--- config.mk ---
export PLATFORM = sky130hd
export DESIGN_NAME = obj_draw_flat
export DESIGN_NICKNAME = d
export VERILOG_FILES = /design/src/obj_pkg.sv /design/src/obj_ifs.sv /design/src/obj_draw.sv /design/src/flat_wrapper.sv
export SDC_FILE = /design/constraint.sdc
export NUM_CORES = 1
export LEC_CHECK = 0
export BUFFER_PORTS_ARGS = -buffer_cell sky130_fd_sc_hd__buf_2
export CORE_MARGIN = 4
export CORE_UTILIZATION = 47
export CTS_BUF_LIST = sky130_fd_sc_hd__clkbuf_2
export CTS_CLUSTER_SIZE = 28
export DETAILED_ROUTE_END_ITERATION = 12
export HOLD_SLACK_MARGIN = 0.1
export PLACE_DENSITY = 0.82
export RECOVER_POWER = 25
export SYNTH_ARGS = -nofsm -noshare
export SYNTH_HDL_FRONTEND = slang
export SYNTH_SLANG_ARGS = --single-unit
--- constraint.sdc ---
create_clock -name clk -period 2.3 [get_ports clk]
set_input_delay 0.23 -clock clk [delete_from_list [all_inputs] [get_ports clk]]
set_output_delay 0.23 -clock clk [all_outputs]
set_load 0.005 [all_outputs]
--- src/obj_pkg.sv ---
// fixed widths, sprite attribute struct and draw job struct
`default_nettype none

package obj_pkg;

    localparam int CW   = 10;            // sprite code width
    localparam int NOBJ = 32;            // entries in the attribute table
    localparam int IW   = $clog2(NOBJ);  // table index width
    localparam int PW   = 8;             // pixel: palette on top, rom nibble below
    localparam int RAW  = CW + 5;        // rom word address: code, row, half

    // one table entry, also the table write data (34 bits)
    typedef struct packed {
        logic [CW-1:0] code;
        logic [8:0]    xpos;
        logic [8:0]    ypos;
        logic          hflip;
        logic          vflip;
        logic [PW-5:0] pal;
    } obj_attr_t;

    // what a draw unit needs for one sprite row
    typedef struct packed {
        logic [CW-1:0] code;
        logic [8:0]    xpos;
        logic [3:0]    ysub;   // row inside the sprite, before vflip
        logic          hflip;
        logic          vflip;
        logic [PW-5:0] pal;
        logic [IW-1:0] prio;   // table index, lower wins
    } obj_job_t;

endpackage

`default_nettype wire
--- src/obj_ifs.sv ---
// graphics rom request interface and line buffer write interface
`timescale 1ns/100ps
`default_nettype none

// cs/addr held until ok, data valid with ok
interface obj_rom_if;
    logic                     cs;
    logic [obj_pkg::RAW-1:0]  addr;   // {code, row, half}
    logic                     ok;
    logic [31:0]              data;   // 8 pixels, nibble 0 is the leftmost

    modport unit (output cs, addr, input ok, data);
    modport arb  (input cs, addr, output ok, data);
endinterface

// write taken when we and ok are both high
interface obj_buf_if;
    logic                     we;
    logic [8:0]               addr;
    logic [obj_pkg::PW-1:0]   din;
    logic [obj_pkg::IW-1:0]   prio;
    logic                     ok;

    modport unit (output we, addr, din, prio, input ok);
    // line buffer side
    modport lbuf (input we, addr, din, prio, output ok);
endinterface

`default_nettype wire

--- src/obj_draw.sv ---
// draw unit that latches a job, fetches two rom words and writes 16 flipped pixels
`timescale 1ns/100ps
`default_nettype none

module obj_draw (
    input  wire                 clk,
    input  wire                 rst_n,
    input  wire                 draw,
    output logic                busy,
    input  wire obj_pkg::obj_job_t job,
    obj_rom_if.unit             rom,
    obj_buf_if.unit             wr
);

    obj_pkg::obj_job_t j;       // latched job
    logic              fetch;   // waiting on the rom
    logic              half;    // screen half being drawn, left first
    logic [2:0]        col;     // column inside the half
    logic [31:0]       data;    // current rom word
    logic [3:0]        row;
    logic [2:0]        k;       // nibble index inside the word
    logic [3:0]        nib;
    logic              step;    // current column done this cycle
    logic              last_col;

    // rom side
    assign row      = j.vflip ? ~j.ysub : j.ysub;     // 15 - ysub when flipped
    assign rom.cs   = busy & fetch;
    assign rom.addr = {j.code, row, half ^ j.hflip};  // hflip swaps the halves

    // pixel side
    assign k        = col ^ {3{j.hflip}};             // reversed nibble order
    assign nib      = data[{k, 2'b00} +: 4];
    assign wr.we    = busy & ~fetch & (nib != 4'd0);  // 0 is transparent
    assign wr.addr  = j.xpos + {5'd0, half, col};     // wraps at 512
    assign wr.din   = {j.pal, nib};
    assign wr.prio  = j.prio;

    assign step     = busy & ~fetch & ((nib == 4'd0) | wr.ok);
    assign last_col = (col == 3'd7);

    always_ff @(posedge clk) begin
        if (!rst_n) begin
            busy  <= 1'b0;
            fetch <= 1'b0;
        end else if (draw) begin
            busy  <= 1'b1;
            fetch <= 1'b1;
        end else if (rom.cs && rom.ok) begin
            fetch <= 1'b0;                  // word in, start writing
        end else if (step && last_col) begin
            if (half) busy <= 1'b0;         // last pixel of the right half
            else      fetch <= 1'b1;        // go for the right half
        end
    end

    always_ff @(posedge clk) begin
        if (draw) begin
            j    <= job;
            half <= 1'b0;
        end
        if (rom.cs && rom.ok) begin
            data <= rom.data;
            col  <= 3'd0;
        end
        if (step) begin
            col <= col + 3'd1;
            if (last_col) half <= 1'b1;
        end
    end

    // the dispatcher only picks idle units
    a_draw_free: assert property (@(posedge clk) disable iff (!rst_n)
        draw |-> !busy);

endmodule

`default_nettype wire

--- src/flat_wrapper.sv ---
// flat-port wrapper written by rule: the top's interface ports become plain ports
module obj_draw_flat 
  (clk, rst_n, draw, busy, job, rom_cs, rom_addr, rom_ok, rom_data, wr_we, wr_addr, wr_din, wr_prio, wr_ok);
  obj_rom_if rom_i ();
  obj_buf_if wr_i ();
  input  wire clk;
  input  wire rst_n;
  input  wire draw;
  output logic busy;
  input  wire obj_pkg::obj_job_t job;
  output wire logic [$bits(rom_i.cs)-1:0] rom_cs;
  output wire logic [$bits(rom_i.addr)-1:0] rom_addr;
  input wire logic [$bits(rom_i.ok)-1:0] rom_ok;
  input wire logic [$bits(rom_i.data)-1:0] rom_data;
  output wire logic [$bits(wr_i.we)-1:0] wr_we;
  output wire logic [$bits(wr_i.addr)-1:0] wr_addr;
  output wire logic [$bits(wr_i.din)-1:0] wr_din;
  output wire logic [$bits(wr_i.prio)-1:0] wr_prio;
  input wire logic [$bits(wr_i.ok)-1:0] wr_ok;
  assign rom_cs = rom_i.cs;
  assign rom_addr = rom_i.addr;
  assign rom_i.ok = rom_ok;
  assign rom_i.data = rom_data;
  assign wr_we = wr_i.we;
  assign wr_addr = wr_i.addr;
  assign wr_din = wr_i.din;
  assign wr_prio = wr_i.prio;
  assign wr_i.ok = wr_ok;
  obj_draw u_core (.clk(clk), .rst_n(rst_n), .draw(draw), .busy(busy), .job(job), .rom(rom_i), .wr(wr_i));
endmodule
==> out/qor.yml, run 1 <==
global_route:
  grt_pass1_wl_um: 13500
  track_usage_pct: 20.39
  grt_max_degree: 37
  grt_pass1_vias: 2857
  antenna_found_initial: 0
  gr-total-overflow: 0
flow_run:
  cap_violations: 0
cts:
  cts.sinks: 72
  cts_tree: "yes"
  clk_latency_ns: 0.49
  cts_buffers: 9
  htree_levels: 3
  clk_pin_slew_worst_paths_ns: 0.19
  cts-root-buf: "clkbuf_2"
  clk_path_buf_depth: 2
finish:
  final_nets: 512
  drive_above_1_share_pct: 44.42
  area_growth_pct: 52.80
  diodes: 0
  instances_no_fill: 535
placed_design:
  gp_congestion: 0.8915
  dp_hpwl_um: 5189
  io_buffers: 110
  dp_cells: 433
critical_path:
  worst-path-stages: 8
  crit_fanout: 8
  cp_slowest_cell: "edfxtp_1"
  worstSetupPathType: "reg -> out"
  worst_path_largest_cell_delay_ns: 0.43
  path_buf_inv: 3
  reg2regPathDepth: 10
  r2r_end: "u_core.col[1]"
  endpoint: "wr_we"
  end_kind: "output pin"
  crit_family: "simple AND/OR/NAND/NOR gates"
  critPathMostFrequentCell: "buf_4"
  worstPathRequired_ns: 2.07
  crit_chain: "buf_4 -> nand2b_1 -> o22ai_1 -> o22a_1 -> nor4_2 -> buf_4 -> nor2_1 -> buf_2"
  cp.arrival_ns: 2.49
  reg2reg_slack_ns: -0.32
  cp-start-kind: "register"
  startpoint: "u_core.j[10]"
  regToRegStartpoint: "u_core.col[0]"
synthesis:
  synth_top_area_share_pct: 61.88
  synth_nets: 317
  netlist_area_mm2: 0.003348
  yosysSeqAreaShare_pct: 63.68
  synthArstFlopShare_pct: 0
  ys_dominant_reg_cell: "edfxtp_1"
  yosys.area.top_type: "edfxtp_1"
  synth_edf_count: 69
  avgSynthCellArea_um2: 14.01
  ys_warn_count: 0
  synthCells: 239
  ys_ff_latch: 72
  synth.distinct_cells: 39
  synth_area_leaders: "edfxtp_1 62%, buf_4 4.7%, mux2i_1 3.6%"
sta:
  slew_headroom_pct: 46.97
  fmax_ghz: 0.3683
  setup_slack_ns: -0.4155
  finalSetupViolations: 18
  tightest_slew_ns: 0.7954
  drv_slew: 0
  grt_setup_unrepaired: "yes"
  fin_skew_ns: 0.02362
  hold_viol: 0
  timing.final.crit_share_pct: 118.1
  fin_crit_ns: 2.715
  setup_tns_ns: -4.321
floorplan:
  core_mm2: 0.006869
  die_w_um: 92.40
  rows: 30
  fp.dieArea_mm2: 0.008538
  start_util_pct: 48.74
  die_y_um: 92.40
  ios: 111
pwr:
  cellPowerDensity_mw_per_mm2: 627.4
  p_leak_nw: 2.105
  total_power_mw: 3.210
  irDropWorstVdd_mv: 0.4137
run_status:
  status: "finished, violations left"
  violations: "setup timing"
route:
  dr.pass1.iters: 4
  vias: 2690
  totalWireLength_um: 8513
  postRouteAntennaNets: 0
  dr.first_iter.drc_count: 159
  drc: 0
  wire_per_inst_um: 15.91
  viasPerCell: 5.028
hold_path:
  min_path_type: "in -> reg"
==> placed cells by master (no fill, tap or decap), drive strengths merged <==
cell,count
o32ai,1
nor2b,2
nor2,2
nor4,1
and3,2
o21ai,7
mux2i,12
a41o,1
fa,1
a21o,1
or3,2
o22a,3
nor3,5
mux2,4
nand2,5
o311ai,1
a21oi,10
nand2b,6
dlygate4sd3,68
bufinv,2
buf,145
dfxtp,3
or2,1
a31oi,12
inv,10
o211ai,1
clkbuf,11
xor2,6
a22o,1
o41a,1
o22ai,16
xnor2,6
ha,6
clkinv,3
edfxtp,69
and2,1
nand3,3
nor3b,8
==> worst reg2reg max path, stage by stage, from the launching register on <==
cell	delay, ns
edfxtp_1	0.46
buf_12	0.16
buf_8	0.12
mux2_2	0.27
o22ai_2	0.13
a21oi_2	0.04
a22o_1	0.26
buf_4	0.14
buf_6	0.11
o41a_1	0.43
o21ai_2	0.23
==> flip-flops by register name (all words and copies together), names as in the netlist <==
name and cells:
u_core.rom.addr 10, u_core.wr.din 4, u_core.wr.prio 5, u_core.j 15
u_core.col 3, u_core.half 1, u_core.busy 1, u_core.fetch 1
u_core.data 32
==> area by class of cell <==
class	instances	area [um2]
Clock buffer	10	50.05
Clock inverter	6	82.58
Fill cell	446	1753
Inverter	9	33.78
Multi-Input combinational cell	128	1085
Sequential cell	72	2132
Tap cell	96	120.1
Timing Repair Buffer	214	1613
==> logic make-up (layout without fill, tap and decap cells) <==
| logic type | count (synthesis) | in the layout | share of synthesized area (%) |
|---|---|---|---|
| DFF | 72 | 72 | 63.68 |
| adders and majority gates | 7 | 7 | 2.840 |
| muxes | 16 | 16 | 4.933 |
| AOI/OAI and AO/OA | 55 | 55 | 10.76 |
| xor gates and xnor gates | 12 | 12 | 3.139 |
| and+or+nand+nor | 38 | 38 | 6.802 |
| buffers and inverters | 39 | 239 | 7.847 |
==> Yosys cell counts (2+ instances only) <==
master / number
or3_1: 2
nor3b_1: 8
mux2_2: 3
clkbuf_1: 4
a21oi_1: 9
mux2i_1: 12
and3_1: 2
dfxtp_1: 3
nand2b_1: 6
buf_6: 5
xor2_1: 6
o21ai_0: 7
o22a_1: 3
buf_4: 21
ha_1: 6
inv_1: 9
nand3_1: 3
xnor2_1: 6
edfxtp_1: 69
nor2_1: 2
nand2_1: 5
nor3_1: 4
nor2b_1: 2
a31oi_1: 12
o22ai_1: 16
==> metal layers <==
layer | vias to the layer above | GRT usage [%] | share of wire, %
met5 | - | 0 | 0
met4 | 0 | 9.158 | 2.7
met3 | 16 | 4.143 | 4.6
met2 | 90 | 37.28 | 55
met1 | 1293 | 22.70 | 38
li1 | 1291 | - | -
==> metrics by stage <==
| step | setup slack [ns] | instance area, um2 | hold slack [ns] | utilization, % |
|---|---|---|---|---|
| 6_report | -0.4155 | 5116 | 0.2030 | 74.48 |
| 5_1_grt | -0.5894 | 5116 | 0.1669 | 74.48 |
| 4_1_cts | -0.4457 | 4971 | 0.1459 | 72.37 |
| 3_5_place_dp | -0.1100 | 3929 | 0.4081 | 57.19 |
| 3_3_place_gp | -0.02048 | 3929 | 0.4066 | 57.19 |
| 2_1_floorplan | 0.04610 | 3352 | 0.3271 | - |
==> what timing repair did <==
action / 4_1_cts / 5_1_grt
hold buffers: 68 / 0
hold endpoints to repair: 68 / 0
setup endpoints to repair: 20 / 20
setup buffers: 15 / 3
resized for setup: 35 / 30
gates cloned: 0 / 1
pin swaps: 19 / 23
==> worst min-delay path by stage <==
stage | from | endpoint | slack, ns | cells past startpoint
final | rom_ok | u_core.col[2] | 0.20 | 3
after CTS | rom_ok | u_core.col[1] | 0.15 | 3
after detailed placement | rom_data[16] | u_core.data[16] | 0.41 | 1
after global routing | rom_ok | u_core.col[2] | 0.17 | 3
after global placement | rom_data[20] | u_core.data[20] | 0.41 | 1
after floorplan | draw | u_core.half | 0.33 | 1
==> where the power goes <==
group / total (mW) / switching (mW) / internal [mW]
sequential: 1.58 / 0.0463 / 1.53
combinational: 0.831 / 0.352 / 0.479
clock: 0.800 / 0.438 / 0.362
total: 3.21 / 0.837 / 2.37
(Power assumes the default switching activity.)
==> run 2, diff against run 1 <==
Settings changed: CAP_MARGIN set to 20, SKIP_LAST_GASP set to 1.
==> run 2 against run 1 <==
Against the previous run: the flow still finishes with violations (setup timing); sequential power about the same; cell count unchanged; setup slack worse by 0.0075 ns; via count unchanged; worst hold slack worse by 0.010 ns; critical path depth unchanged; wire length up 0.56%; sequential cell count unchanged; core utilization down 0.27 points; first-iteration DRC count down 16%; critical endpoint unchanged; largest cell class unchanged; highest routed layer unchanged.
==> out/qor.yml, run 2 (synthesis results as in run 1) <==
run_status:
  status: "finished, violations left"  # unchanged
  violations: "setup timing"  # unchanged
route:
  vias: 2690  # unchanged
  drc: 0  # unchanged
  viasPerCell: 5.028  # unchanged
  dr.pass1.iters: 4  # unchanged
  wire_per_inst_um: 16.00  # was 15.91 um
  totalWireLength_um: 8561  # was 8513 um
  postRouteAntennaNets: 0  # unchanged
  dr.first_iter.drc_count: 134  # was 159
pwr:
  p_leak_nw: 2.095  # was 2.105 nW
  cellPowerDensity_mw_per_mm2: 627.6  # was 627.4 mW/mm2
  total_power_mw: 3.199  # was 3.210 mW
  irDropWorstVdd_mv: 0.4137  # about the same
floorplan:
  start_util_pct: 48.74  # unchanged
  core_mm2: 0.006869  # unchanged
  rows: 30  # unchanged
  die_y_um: 92.40  # unchanged
  ios: 111  # unchanged
  fp.dieArea_mm2: 0.008538  # unchanged
  die_w_um: 92.40  # unchanged
global_route:
  track_usage_pct: 20.46  # was 20.39%
  grt_max_degree: 37  # unchanged
  grt_pass1_vias: 2873  # was 2857
  gr-total-overflow: 0  # unchanged
  grt_pass1_wl_um: 13570  # was 13500 um
  antenna_found_initial: 0  # unchanged
sta:
  setup_slack_ns: -0.4230  # was -0.4155 ns
  worst_hold_slack_ns: 0.1929  # was 0.2030 ns
  fin_skew_ns: 0.02569  # was 0.02362 ns
  hold_viol: 0  # unchanged
  drv_slew: 0  # unchanged
  grt_setup_unrepaired: "yes"  # unchanged
  timing.final.crit_share_pct: 118.4  # was 118.1%
  slew_headroom_pct: 46.96  # was 46.97%
  fin_crit_ns: 2.723  # was 2.715 ns
  finalSetupViolations: 18  # unchanged
  tightest_slew_ns: 0.7955  # was 0.7954 ns
  fmax_ghz: 0.3672  # was 0.3683 GHz
cts:
  htree_levels: 3  # unchanged
  cts-root-buf: "clkbuf_2"  # unchanged
  cts_buffers: 9  # unchanged
  clk_pin_slew_worst_paths_ns: 0.19  # about the same
  clk_path_buf_depth: 2  # unchanged
  cts_tree: "yes"  # unchanged
  cts.sinks: 72  # unchanged
  clk_latency_ns: 0.49  # about the same
critical_path:
  endpoint: "wr_we"  # unchanged
  reg2regPathDepth: 10  # unchanged
  crit_fanout: 8  # unchanged
  reg2reg_slack_ns: -0.32  # about the same
  cp-start-kind: "register"  # unchanged
  worstSetupPathType: "reg -> out"  # unchanged
  cp.arrival_ns: 2.49  # about the same
  end_kind: "output pin"  # unchanged
  worstPathRequired_ns: 2.07  # about the same
  regToRegStartpoint: "u_core.col[0]"  # unchanged
  startpoint: "u_core.j[10]"  # unchanged
  r2r_end: "u_core.col[1]"  # unchanged
placed_design:
  gp_congestion: 0.8915  # unchanged
  dp_hpwl_um: 5189  # unchanged
  io_buffers: 110  # unchanged
flow_run:
  cap_violations: 0  # unchanged
finish:
  diodes: 0  # unchanged
  largest_reg_flops: 32  # unchanged
  final_nets: 512  # unchanged
  layout_commonest_cell: "buf_2"  # unchanged
  final_cell_mix: "106 x buf_2, 69 x edfxtp_1, 68 x dlygate4sd3_1, 18 x buf_4, 17 x buf_6"  # was 105 x buf_2, 69 x edfxtp_1, 68 x dlygate4sd3_1, 18 x buf_6, 18 x buf_4
  top_register: "u_core.data"  # unchanged
  drive_above_1_share_pct: 43.96  # was 44.42%
  area_growth_pct: 52.24  # was 52.80%
hold_path:
  min_path_type: "in -> reg"  # unchanged
  min_path_cells: 3  # unchanged
==> run 2: layout make-up <==
type / instances / area, um2
clock buffer: 10 / 50.05
clock inverter: 6 / 82.58
fill: 451 / 1772
inverter: 9 / 33.78
multi-input combinational: 128 / 1072
sequential: 72 / 2132
tap: 96 / 120.1
timing repair buffer: 214 / 1607
==> run 2: report_power, final <==
| group | switching (mW) | internal [mW] | leakage, nW |
|---|---|---|---|
| registers | 0.0466 | 1.53 | 0.679 |
| logic | 0.349 | 0.470 | 1.33 |
| clock network | 0.439 | 0.362 | 0.0837 |
| total | 0.835 | 2.36 | 2.09 |
==> run 2: worst min path at each step <==
stage	start	endpoint	slack (ns)
2_1_floorplan	draw	u_core.half	0.33
3_3_place_gp	rom_data[20]	u_core.data[20]	0.41
3_5_place_dp	rom_data[16]	u_core.data[16]	0.41
4_1_cts	rom_ok	u_core.col[1]	0.15
5_1_grt	rom_ok	u_core.col[2]	0.17
6_report	rom_ok	u_core.col[2]	0.19
==> run 2: routing by layer <==
metal	vias up	wire length (um)	GRT usage, %
met4	0	259	9.158
li1	1292	-	-
met5	-	0	0
met3	19	344	4.143
met1	1293	3308	22.81
met2	86	4648	37.40
==> run 2: critical path: stages (launching register included) <==
cell and delay, ns:
edfxtp_1 0.43, buf_4 0.17, nand2b_1 0.28, o22ai_1 0.18, o22a_1 0.26, nor4_2 0.33, buf_4 0.17, nor2_1 0.03
buf_2 0.15
==> run 2: timing repair <==
| item | in CTS | in global routing |
|---|---|---|
| pin swaps | 19 | 20 |
| endpoints found under the setup margin | 20 | 20 |
| cloned | 0 | 1 |
| buffers inserted | 15 | 3 |
| resized for setup | 32 | 29 |
| hold buffers | 68 | 0 |
| endpoints found under the hold margin | 68 | 0 |
==> run 2: stage by stage <==
stage | setup TNS (ns) | area (um2) | std cells | worst slack, ns | util [%]
2_1_floorplan | 0 | 3352 | 239 | 0.04610 | -
5_1_grt | -7.067 | 5097 | 535 | -0.5894 | 74.21
6_report | -4.449 | 5097 | 535 | -0.4230 | 74.21
3_5_place_dp | -0.8475 | 3929 | 433 | -0.1100 | 57.19
4_1_cts | -3.571 | 4962 | 531 | -0.4457 | 72.24
3_3_place_gp | -0.02048 | 3929 | 433 | -0.02048 | 57.19
