**src/obj_pkg.sv**
```systemverilog
// fixed widths, sprite attribute struct and draw job struct
`default_nettype none

package obj_pkg;

    localparam int CW   = 10;            // sprite code width
    localparam int NOBJ = 32;            // entries in the attribute table
    localparam int IW   = $clog2(NOBJ);  // table index width
    localparam int PW   = 8;             // pixel: palette on top, rom nibble below
    localparam int RAW  = CW + 5;        // rom word address: code, row, half

    // one table entry, also the table write data (34 bits)
    typedef struct packed {
        logic [CW-1:0] code;
        logic [8:0]    xpos;
        logic [8:0]    ypos;
        logic          hflip;
        logic          vflip;
        logic [PW-5:0] pal;
    } obj_attr_t;

    // what a draw unit needs for one sprite row
    typedef struct packed {
        logic [CW-1:0] code;
        logic [8:0]    xpos;
        logic [3:0]    ysub;   // row inside the sprite, before vflip
        logic          hflip;
        logic          vflip;
        logic [PW-5:0] pal;
        logic [IW-1:0] prio;   // table index, lower wins
    } obj_job_t;

endpackage

`default_nettype wire
```
**src/obj_dispatch.sv**
```systemverilog
// sprite table ram, line scan with range test and job hand-off to free draw units
`timescale 1ns/100ps
`default_nettype none

module obj_dispatch #(
    parameter int NUNITS = 2
) (
    input  wire                          clk,
    input  wire                          rst_n,
    input  wire                          tbl_we,
    input  wire  [obj_pkg::IW-1:0]       tbl_addr,
    input  wire  obj_pkg::obj_attr_t     tbl_data,
    input  wire                          hs,
    input  wire  [8:0]                   vrender,
    input  wire  [NUNITS-1:0]            busy,
    output logic [NUNITS-1:0]            draw,
    output obj_pkg::obj_job_t            job [NUNITS]
);

    obj_pkg::obj_attr_t     tbl [obj_pkg::NOBJ];  // attribute table
    obj_pkg::obj_attr_t     cur;                  // entry under test
    obj_pkg::obj_job_t      nj;                   // job built from cur
    logic                   hs_l;
    logic                   scan;                 // walking the table
    logic [8:0]             line;                 // line latched at hs
    logic [obj_pkg::IW-1:0] idx;
    logic [8:0]             dy;
    logic                   hit;
    logic [NUNITS-1:0]      free;
    logic [NUNITS-1:0]      pick;                 // one-hot, lowest free unit

    always_ff @(posedge clk) begin
        if (tbl_we) tbl[tbl_addr] <= tbl_data;
    end

    assign cur  = tbl[idx];
    assign dy   = line - cur.ypos;                // wraps at 512
    assign hit  = scan && (dy[8:4] == 5'd0);      // 16 rows tall
    // a unit drawn this cycle only shows busy on the next one
    assign free = ~busy & ~draw;

    always_comb begin
        pick = '0;
        for (int u = NUNITS - 1; u >= 0; u--) begin
            if (free[u]) begin
                pick    = '0;
                pick[u] = 1'b1;
            end
        end
    end

    always_comb begin
        nj.code  = cur.code;
        nj.xpos  = cur.xpos;
        nj.ysub  = dy[3:0];
        nj.hflip = cur.hflip;
        nj.vflip = cur.vflip;
        nj.pal   = cur.pal;
        nj.prio  = idx;
    end

    always_ff @(posedge clk) begin
        if (!rst_n) begin
            hs_l <= 1'b0;
            scan <= 1'b0;
            idx  <= '0;
            line <= '0;
            draw <= '0;
        end else begin
            hs_l <= hs;
            draw <= '0;                           // one cycle pulse
            if (hs && !hs_l) begin                // new line restarts the walk
                scan <= 1'b1;
                idx  <= '0;
                line <= vrender;
            end else if (scan && (!hit || |pick)) begin // stall while all units busy
                if (hit) draw <= pick;
                idx <= idx + 1'b1;
                if (idx == obj_pkg::IW'(obj_pkg::NOBJ - 1)) scan <= 1'b0;
            end
        end
    end

    // job registers, read by the unit only while its draw is high
    always_ff @(posedge clk) begin
        for (int u = 0; u < NUNITS; u++) begin
            if (hit && pick[u]) job[u] <= nj;
        end
    end

    a_draw_idle: assert property (@(posedge clk) disable iff (!rst_n)
        (draw & busy) == '0);

endmodule

`default_nettype wire

```
**config.mk**
```make
export PLATFORM = sky130hd
export DESIGN_NAME = obj_dispatch
export DESIGN_NICKNAME = d
export VERILOG_FILES = /design/src/obj_pkg.sv /design/src/obj_dispatch.sv
export SDC_FILE = /design/constraint.sdc
export NUM_CORES = 1
export LEC_CHECK = 0
export BUFFER_PORTS_ARGS = -buffer_cell sky130_fd_sc_hd__buf_2
export CORE_MARGIN = 10
export CORE_UTILIZATION = 66
export CTS_CLUSTER_DIAMETER = 30
export DETAILED_ROUTE_END_ITERATION = 7
export PLACE_DENSITY = 0.84
export SYNTH_ARGS = -nofsm -noshare
export SYNTH_HDL_FRONTEND = slang
export SYNTH_SLANG_ARGS = --single-unit
export TNS_END_PERCENT = 1
```
**constraint.sdc**
```tcl
create_clock -name clk -period 10.7 [get_ports clk]
set_input_delay 0.535 -clock clk [delete_from_list [all_inputs] [get_ports clk]]
set_output_delay 0.535 -clock clk [all_outputs]
set_load 0.05 [all_outputs]
```
==> results_tabular.tex, run 1 <==
\begin{tabular}{lr}
\hline
Metric & Value \\
\hline
\multicolumn{2}{l}{\textbf{Outcome}} \\
\quad Outcome & finished clean \\
\multicolumn{2}{l}{\textbf{Drt}} \\
\quad Number of vias per cell after detailed routing & 7.57 \\
\quad Pre-antenna DRT Iters & 6 \\
\quad Routed Antenna Nets & 0 \\
\quad Post-Route WL & 126000 µm \\
\quad Number of vias in the routed layout & 23500 \\
\quad Avg WL per Cell & 40.7 µm \\
\quad Violation count after the first detailed-routing iteration & 3951 \\
\quad Drc violations & 0 \\
\multicolumn{2}{l}{\textbf{CTS}} \\
\quad Htree depth & 4 \\
\quad Cell at the root of the clock tree & sky130\_fd\_sc\_hd\_\_clkbuf\_16 \\
\quad \# Post-CTS Setup Buffers & 0 \\
\quad Hold\_buf cts & 0 \\
\quad CTS tree & yes \\
\quad Number of clock sinks & 1179 \\
\quad Number of instances resized during post-cts repair & 0 \\
\quad Clock buffers created by TritonCTS & 165 \\
\quad Clock insertion delay at the later pin of the skew report & 0.76 ns \\
\quad Clock transition at path regs & 0.06 ns \\
\quad Maximum clock path buffer count & 3 \\
\multicolumn{2}{l}{\textbf{Global route}} \\
\quad Remaining global-route overflow & 0 \\
\quad Largest net degree at the start of global routing & 70 \\
\quad Wire length of the first global-routing pass & 181000 µm \\
\quad Overall track demand over capacity in global routing & 0.330 \\
\quad Initial antenna violation count & 6 \\
\quad Via count of the first global-routing pass & 23900 \\
\multicolumn{2}{l}{\textbf{Synth}} \\
\quad Register bit total from synthesis & 1179 \\
\quad Combinational family with the most area after synthesis & multiplexers \\
\quad Count of unique library cells instantiated by Yosys & 47 \\
\quad Post-synthesis net count & 1895 \\
\quad Sequential area share after synthesis & 0.788 \\
\quad Syn Area/Cell & 24.4 µm² \\
\quad Mapped cell area & 44600 µm² \\
\quad Share of the synthesized area in compound gates (AO/OA/AOI/OAI) & 0.00827 \\
\quad Most frequently used flop master after synthesis & sky130\_fd\_sc\_hd\_\_edfxtp\_1 \\
\quad Arithmetic-cell share of the synthesized area counting full adders, half adders and majority gates & 0.00325 \\
\quad Area share of and/or/nand/nor cells after synthesis & 0.0122 \\
\quad Count of yosys warnings during synthesis & 0 \\
\quad Share of async-settable or async-resettable flops after synthesis & 0 \\
\quad Multiplexer area fraction after synthesis & 0.179 \\
\quad Syn Inst Count & 1830 \\
\quad Xor and xnor fraction of the mapped netlist area & 0.00109 \\
\quad Number of enable flip-flop cells after synthesis & 1156 \\
\multicolumn{2}{l}{\textbf{Power and ir drop}} \\
\quad Peak supply drop & 0.171 mV \\
\quad Power density of the placed cells & 213 nW/µm² \\
\quad Leakage & 16.3 nW \\
\quad Overall power after layout & 11.1 mW \\
\multicolumn{2}{l}{\textbf{Placement}} \\
\quad Half-perimeter wire length after placement & 51900 µm \\
\quad Total of buffers placed on input and output ports & 123 \\
\quad Final weighted congestion in routability-driven placement & 0.792 \\
\quad Pre-CTS setup slack & 4.24 ns \\
\quad Total placed cells including tap cells & 2788 \\
\multicolumn{2}{l}{\textbf{Die}} \\
\quad Floorplan core area & 67000 µm² \\
\quad Die boundary height & 280 µm \\
\quad Total die area & 78400 µm² \\
\quad Width of the chip & 280 µm \\
\quad \# IOs & 124 \\
\quad Starting utilization of the core area & 0.666 \\
\quad Count of standard-cell rows & 95 \\
\multicolumn{2}{l}{\textbf{Layout}} \\
\quad Count of non-filler cells in the finished layout & 3101 \\
\quad Net count, final & 2147 \\
\quad Area Overhead vs Synth & 17.2\% \\
\quad Fraction of final layout cells with drive strength greater than 1 & 0.385 \\
\multicolumn{2}{l}{\textbf{Setup path}} \\
\quad Kind of end point of the critical path & register \\
\quad Worst EP arrival & 7.13 ns \\
\quad Critical path class & register to register \\
\quad Element type at the critical path start & register \\
\quad Data required, critical path & 11.06 ns \\
\quad Peak fanout along the critical path & 49 \\
\multicolumn{2}{l}{\textbf{Timing}} \\
\quad Post-route setup TNS & 0 ns \\
\quad Final Critical Period & 6.76 ns \\
\quad Worst slew margin relative to its limit & 0.223 \\
\quad Transition time at the pin with the least slew margin & 1.17 ns \\
\quad Highest clock rate & 148 MHz \\
\quad Setup-violating endpoint count in the final report & 0 \\
\quad Final period util & 0.632 \\
\quad Setup clock skew after layout & 0.0322 ns \\
\quad Final Hold Viols & 0 \\
\quad RSZ-0062 raised after global routing & no \\
\quad Number of max-slew violations in the final report & 0 \\
\quad Final critical-path setup slack & 3.94 ns \\
\quad Worst hold-check slack & 0.0324 ns \\
\multicolumn{2}{l}{\textbf{Run}} \\
\quad Max\_cap viols & 0 \\
\multicolumn{2}{l}{\textbf{Min path}} \\
\quad Path type of the worst min-delay path & primary input to register \\
\hline
\end{tabular}
==> layout by cell type (no fill, tap or decap), types with 6 or more instances in the layout <==
cell / synthesis / layout
sky130_fd_sc_hd__mux2i_1: 25 / 25
sky130_fd_sc_hd__inv_6: 0 / 33
sky130_fd_sc_hd__mux2_2: 26 / 26
sky130_fd_sc_hd__clkinv_4: 0 / 13
sky130_fd_sc_hd__clkinvlp_4: 0 / 20
sky130_fd_sc_hd__edfxtp_1: 1156 / 1156
sky130_fd_sc_hd__ha_1: 10 / 10
sky130_fd_sc_hd__diode_2: 0 / 7
sky130_fd_sc_hd__a21boi_0: 10 / 10
sky130_fd_sc_hd__clkinv_1: 0 / 13
sky130_fd_sc_hd__nor2_1: 48 / 16
sky130_fd_sc_hd__clkinv_2: 0 / 19
sky130_fd_sc_hd__nand2_1: 26 / 26
sky130_fd_sc_hd__clkbuf_1: 50 / 10
sky130_fd_sc_hd__a21oi_1: 6 / 6
sky130_fd_sc_hd__buf_4: 2 / 47
sky130_fd_sc_hd__nand3_1: 7 / 7
sky130_fd_sc_hd__dfxtp_1: 23 / 18
sky130_fd_sc_hd__clkinv_8: 0 / 8
sky130_fd_sc_hd__buf_2: 3 / 123
sky130_fd_sc_hd__nor2_4: 0 / 32
sky130_fd_sc_hd__mux4_2: 330 / 330
sky130_fd_sc_hd__o21ai_0: 6 / 6
sky130_fd_sc_hd__clkbuf_16: 0 / 165
sky130_fd_sc_hd__inv_1: 9 / 9
sky130_fd_sc_hd__bufinv_16: 0 / 18
==> cell families after synthesis <==
family | count (synthesis)
flip-flops | 1179
multiplexers | 381
AND/OR/NAND/NOR | 112
buffers and inverters | 94
AO/OA/AOI/OAI | 49
adder cells (fa/ha/maj) | 11
XOR/XNOR | 4
==> stage by stage <==
| stage | cell area [µm²] | utilization |
|---|---|---|
| 2_1_floorplan | 44600 | - |
| 3_3_place_gp | 46600 | 0.695 |
| 3_5_place_dp | 46600 | 0.695 |
| 4_1_cts | 52300 | 0.780 |
| 5_1_grt | 52300 | 0.780 |
| 6_report | 52300 | 0.780 |
==> Yosys cell counts (4+ instances only) <==
cell type | instances | area, µm²
sky130_fd_sc_hd__nor2b_1 | 4 | 25.0
sky130_fd_sc_hd__o21ai_0 | 6 | 30.0
sky130_fd_sc_hd__nand2_1 | 26 | 97.6
sky130_fd_sc_hd__a22oi_1 | 4 | 30.0
sky130_fd_sc_hd__buf_1 | 30 | 113
sky130_fd_sc_hd__o21a_1 | 5 | 37.5
sky130_fd_sc_hd__clkbuf_1 | 50 | 188
sky130_fd_sc_hd__mux2_2 | 26 | 293
sky130_fd_sc_hd__edfxtp_1 | 1156 | 34700
sky130_fd_sc_hd__nand3_1 | 7 | 35.0
sky130_fd_sc_hd__nand3b_1 | 5 | 37.5
sky130_fd_sc_hd__a21boi_0 | 10 | 75.1
sky130_fd_sc_hd__dfxtp_1 | 23 | 460
sky130_fd_sc_hd__a21oi_1 | 6 | 30.0
sky130_fd_sc_hd__inv_1 | 9 | 33.8
sky130_fd_sc_hd__mux4_2 | 330 | 7430
sky130_fd_sc_hd__nor2_1 | 48 | 180
sky130_fd_sc_hd__a211oi_1 | 4 | 30.0
sky130_fd_sc_hd__ha_1 | 10 | 125
sky130_fd_sc_hd__mux2i_1 | 25 | 250
==> registers in the layout (all words and copies together) (netlist names), named ones only <==
| signal | cells |
|---|---|
| tbl | 1088 |
| job | 68 |
| line | 9 |
| idx | 5 |
| draw | 2 |
| hs_l | 1 |
| scan | 1 |
==> where the power goes <==
group	switching (mW)	internal (mW)	total, mW
sequential	0.0298	5.13	5.16
clock	2.27	3.34	5.62
combinational	0.208	0.136	0.344
total	2.51	8.60	11.1
==> final cells by class <==
class	count	area [µm²]
Sequential cell	1179	35200
Multi-Input combinational cell	557	9340
Clock buffer	175	4170
Timing Repair Buffer	170	968
Inverter	9	33.8
Clock inverter	131	1490
Antenna cell	7	17.5
Tap cell	873	1090
Fill cell	2928	14700
==> critical path, cell delays in order (launching register included) <==
cell and delay (ns):
sky130_fd_sc_hd__dfxtp_4 0.93, sky130_fd_sc_hd__buf_4 0.88, sky130_fd_sc_hd__mux4_2 0.61, sky130_fd_sc_hd__mux4_2 0.49
sky130_fd_sc_hd__mux2i_1 0.25, sky130_fd_sc_hd__ha_1 0.34, sky130_fd_sc_hd__nor2b_4 0.16, sky130_fd_sc_hd__o31a_1 0.30
sky130_fd_sc_hd__o211ai_1 0.44, sky130_fd_sc_hd__nand4_1 0.17, sky130_fd_sc_hd__a2111o_1 0.45, sky130_fd_sc_hd__nand2_1 0.18
sky130_fd_sc_hd__o21bai_1 0.19, sky130_fd_sc_hd__nor4_4 0.20, sky130_fd_sc_hd__buf_4 0.65
==> worst paths after layout <==
check | startpoint | endpoint | slack, ns | cells past startpoint
hold / removal | vrender[6] | line[6] | 0.03 | 3
setup / recovery | register | job[28] | 3.94 | 14
setup reg to reg | register | job[28] | 3.94 | 14
hold reg to reg | line[0] | line[0] | 0.49 | 2
==> layer usage <==
metal,vias to the layer above,wire [µm],global-route usage
li1,8435,-,-
met1,12100,41300,0.424
met2,2481,62100,0.522
met3,490,16500,0.0954
met4,4,6380,0.157
met5,-,21,0
Note: power is estimated with default switching activity, not from simulation.
==> run 2: changes to the inputs <==
--- a/config.mk
+++ b/config.mk
@@ -7,10 +7,10 @@
 export LEC_CHECK = 0
 export BUFFER_PORTS_ARGS = -buffer_cell sky130_fd_sc_hd__buf_2
 export CORE_MARGIN = 10
-export CORE_UTILIZATION = 66
+export CORE_UTILIZATION = 62
 export CTS_CLUSTER_DIAMETER = 30
 export DETAILED_ROUTE_END_ITERATION = 7
-export PLACE_DENSITY = 0.84
+export PLACE_DENSITY = 0.79
 export SYNTH_ARGS = -nofsm -noshare
 export SYNTH_HDL_FRONTEND = slang
 export SYNTH_SLANG_ARGS = --single-unit
==> constraint.sdc (replaced) <==
create_clock -name clk -period 6.9 [get_ports clk]
set_input_delay 0.345 -clock clk [delete_from_list [all_inputs] [get_ports clk]]
set_output_delay 0.345 -clock clk [all_outputs]
set_load 0.05 [all_outputs]
==> results_tabular.tex, run 2 (synthesis results as in run 1) <==
\begin{tabular}{lr}
\hline
Metric & Value \\
\hline
\multicolumn{2}{l}{\textbf{Die}} \\
\quad \# IOs & 124 \\
\quad Floorplan core area & 71400 µm² \\
\quad Die boundary height & 288 µm \\
\quad Total die area & 83100 µm² \\
\quad Starting utilization of the core area & 0.625 \\
\quad Width of the chip & 288 µm \\
\quad Count of standard-cell rows & 98 \\
\multicolumn{2}{l}{\textbf{Placement}} \\
\quad Pre-CTS setup slack & 1.13 ns \\
\quad Final weighted congestion in routability-driven placement & 0.800 \\
\quad Half-perimeter wire length after placement & 50700 µm \\
\quad Total of buffers placed on input and output ports & 123 \\
\quad Total placed cells including tap cells & 2868 \\
\multicolumn{2}{l}{\textbf{Global route}} \\
\quad Via count of the first global-routing pass & 23400 \\
\quad Remaining global-route overflow & 0 \\
\quad Largest net degree at the start of global routing & 100 \\
\quad Initial antenna violation count & 5 \\
\quad Overall track demand over capacity in global routing & 0.297 \\
\quad Wire length of the first global-routing pass & 173000 µm \\
\multicolumn{2}{l}{\textbf{Power and ir drop}} \\
\quad Leakage & 16.5 nW \\
\quad Peak supply drop & 0.264 mV \\
\quad Power density of the placed cells & 327 nW/µm² \\
\multicolumn{2}{l}{\textbf{Setup path}} \\
\quad Kind of end point of the critical path & register \\
\quad Worst EP arrival & 6.25 ns \\
\quad Peak fanout along the critical path & 61 \\
\quad Data required, critical path & 7.26 ns \\
\quad Critical path class & register to register \\
\quad Element type at the critical path start & register \\
\multicolumn{2}{l}{\textbf{Timing}} \\
\quad Number of max-slew violations in the final report & 0 \\
\quad Transition time at the pin with the least slew margin & 1.16 ns \\
\quad Worst slew margin relative to its limit & 0.226 \\
\quad RSZ-0062 raised after global routing & no \\
\quad Final critical-path setup slack & 1.02 ns \\
\quad Setup clock skew after layout & 0.0312 ns \\
\quad Final Hold Viols & 0 \\
\quad Final Critical Period & 5.88 ns \\
\quad Final period util & 0.853 \\
\quad Setup-violating endpoint count in the final report & 0 \\
\quad Highest clock rate & 170 MHz \\
\quad Post-route setup TNS & 0 ns \\
\multicolumn{2}{l}{\textbf{CTS}} \\
\quad Clock buffers created by TritonCTS & 171 \\
\quad Maximum clock path buffer count & 3 \\
\quad Clock transition at path regs & 0.06 ns \\
\quad CTS tree & yes \\
\quad Clock insertion delay at the later pin of the skew report & 0.76 ns \\
\quad Cell at the root of the clock tree & sky130\_fd\_sc\_hd\_\_clkbuf\_16 \\
\quad Number of clock sinks & 1179 \\
\quad Number of instances resized during post-cts repair & 0 \\
\quad Htree depth & 4 \\
\multicolumn{2}{l}{\textbf{Outcome}} \\
\quad Outcome & finished clean \\
\multicolumn{2}{l}{\textbf{Drt}} \\
\quad Post-Route WL & 121000 µm \\
\quad Number of vias per cell after detailed routing & 7.08 \\
\quad Drc violations & 0 \\
\quad Routed Antenna Nets & 0 \\
\quad Number of vias in the routed layout & 22700 \\
\quad Violation count after the first detailed-routing iteration & 3636 \\
\quad Pre-antenna DRT Iters & 6 \\
\quad Avg WL per Cell & 37.6 µm \\
\multicolumn{2}{l}{\textbf{Layout}} \\
\quad Net count, final & 2177 \\
\quad Largest registers in the final layout & tbl: 1088 flops, job: 68 flops, line: 9 flops \\
\quad Max FFs per register & 1088 \\
\quad Count of non-filler cells in the finished layout & 3210 \\
\quad Area Overhead vs Synth & 18.2\% \\
\quad Utilization of the core after routing & 0.739 \\
\quad Fraction of final layout cells with drive strength greater than 1 & 0.377 \\
\quad Most common library cell in the layout ignoring fill and taps & sky130\_fd\_sc\_hd\_\_edfxtp\_1 \\
\quad Top register by number of flip-flops & tbl \\
\quad Most frequent cells in the layout & 1156 x sky130\_fd\_sc\_hd\_\_edfxtp\_1, 330 x sky130\_fd\_sc\_hd\_\_mux4\_2, 172 x sky130\_fd\_sc\_hd\_\_clkbuf\_16 \\
\multicolumn{2}{l}{\textbf{Min path}} \\
\quad Path type of the worst min-delay path & primary input to register \\
\multicolumn{2}{l}{\textbf{Run}} \\
\quad Max\_cap viols & 0 \\
\hline
\end{tabular}
==> run 2: changes by cell type in the layout (fill, tap and decap cells not counted), sizes merged <==
cell | before | now
dlygate4sd3 | 0 | 21
clkbuf | 175 | 193
inv | 48 | 39
clkinv | 54 | 60
diode | 7 | 3
buf | 170 | 173
clkinvlp | 20 | 18
bufinv | 18 | 17
==> run 2: final cells by class <==
cell class,count,area [µm²]
Antenna cell,3,7.51
Clock buffer,193,4390
Clock inverter,125,1350
Fill cell,3563,18600
Inverter,9,33.8
Multi-Input combinational cell,557,9340
Sequential cell,1179,35200
Tap cell,950,1190
Timing Repair Buffer,194,1240
==> run 2: timing repair <==
item	4_1_cts	5_1_grt
hold buffers	21	0
endpoints found under the hold margin	13	0
buffers inserted	0	0
setup endpoints to repair	0	0
==> run 2: worst max-delay path: stages (launching register included) <==
cell                       delay (ns)
sky130_fd_sc_hd__dfxtp_4         0.99
sky130_fd_sc_hd__buf_12          0.34
sky130_fd_sc_hd__buf_4           0.51
sky130_fd_sc_hd__mux4_2          0.40
sky130_fd_sc_hd__mux4_2          0.50
sky130_fd_sc_hd__mux2i_1         0.44
sky130_fd_sc_hd__ha_1            0.29
sky130_fd_sc_hd__a211oi_1        0.10
sky130_fd_sc_hd__a211o_1         0.34
sky130_fd_sc_hd__a2111o_1        0.37
sky130_fd_sc_hd__nand2_1         0.14
sky130_fd_sc_hd__o21bai_1        0.17
sky130_fd_sc_hd__nor4_4          0.17
sky130_fd_sc_hd__buf_4           0.62
==> run 2: path summary, 6_finish.rpt <==
path                    start        end  slack (ns)  cells after the start
setup / recovery     register    job[19]        1.02                     13
hold reg to reg        idx[4]    job[38]        0.51                      0
setup reg to reg     register    job[19]        1.02                     13
hold / removal    tbl_data[7]  tbl[0][7]         0.1                      1
==> run 2: routing by layer <==
layer,vias to the layer above,routed length (µm),GRT usage
met3,367,12300,0.0608
met5,-,25,0
met4,4,6080,0.149
li1,8517,-,-
met2,1886,60800,0.480
met1,11900,41500,0.385
==> run 2: power by group <==
group | total [mW] | internal, mW | switching [mW]
registers | 8.00 | 7.95 | 0.0428
logic | 0.532 | 0.220 | 0.312
clock network | 8.70 | 5.30 | 3.40
==> run 2: per-stage QoR <==
step           hold slack [ns]  instance area [µm²]  power, mW
6_report                0.0980                52700       17.2
2_1_floorplan            0.443                44600       8.42
3_3_place_gp             0.473                46800       8.60
5_1_grt                 0.0935                52700       17.6
4_1_cts                 0.0455                52700       17.3
3_5_place_dp             0.469                46800       8.63
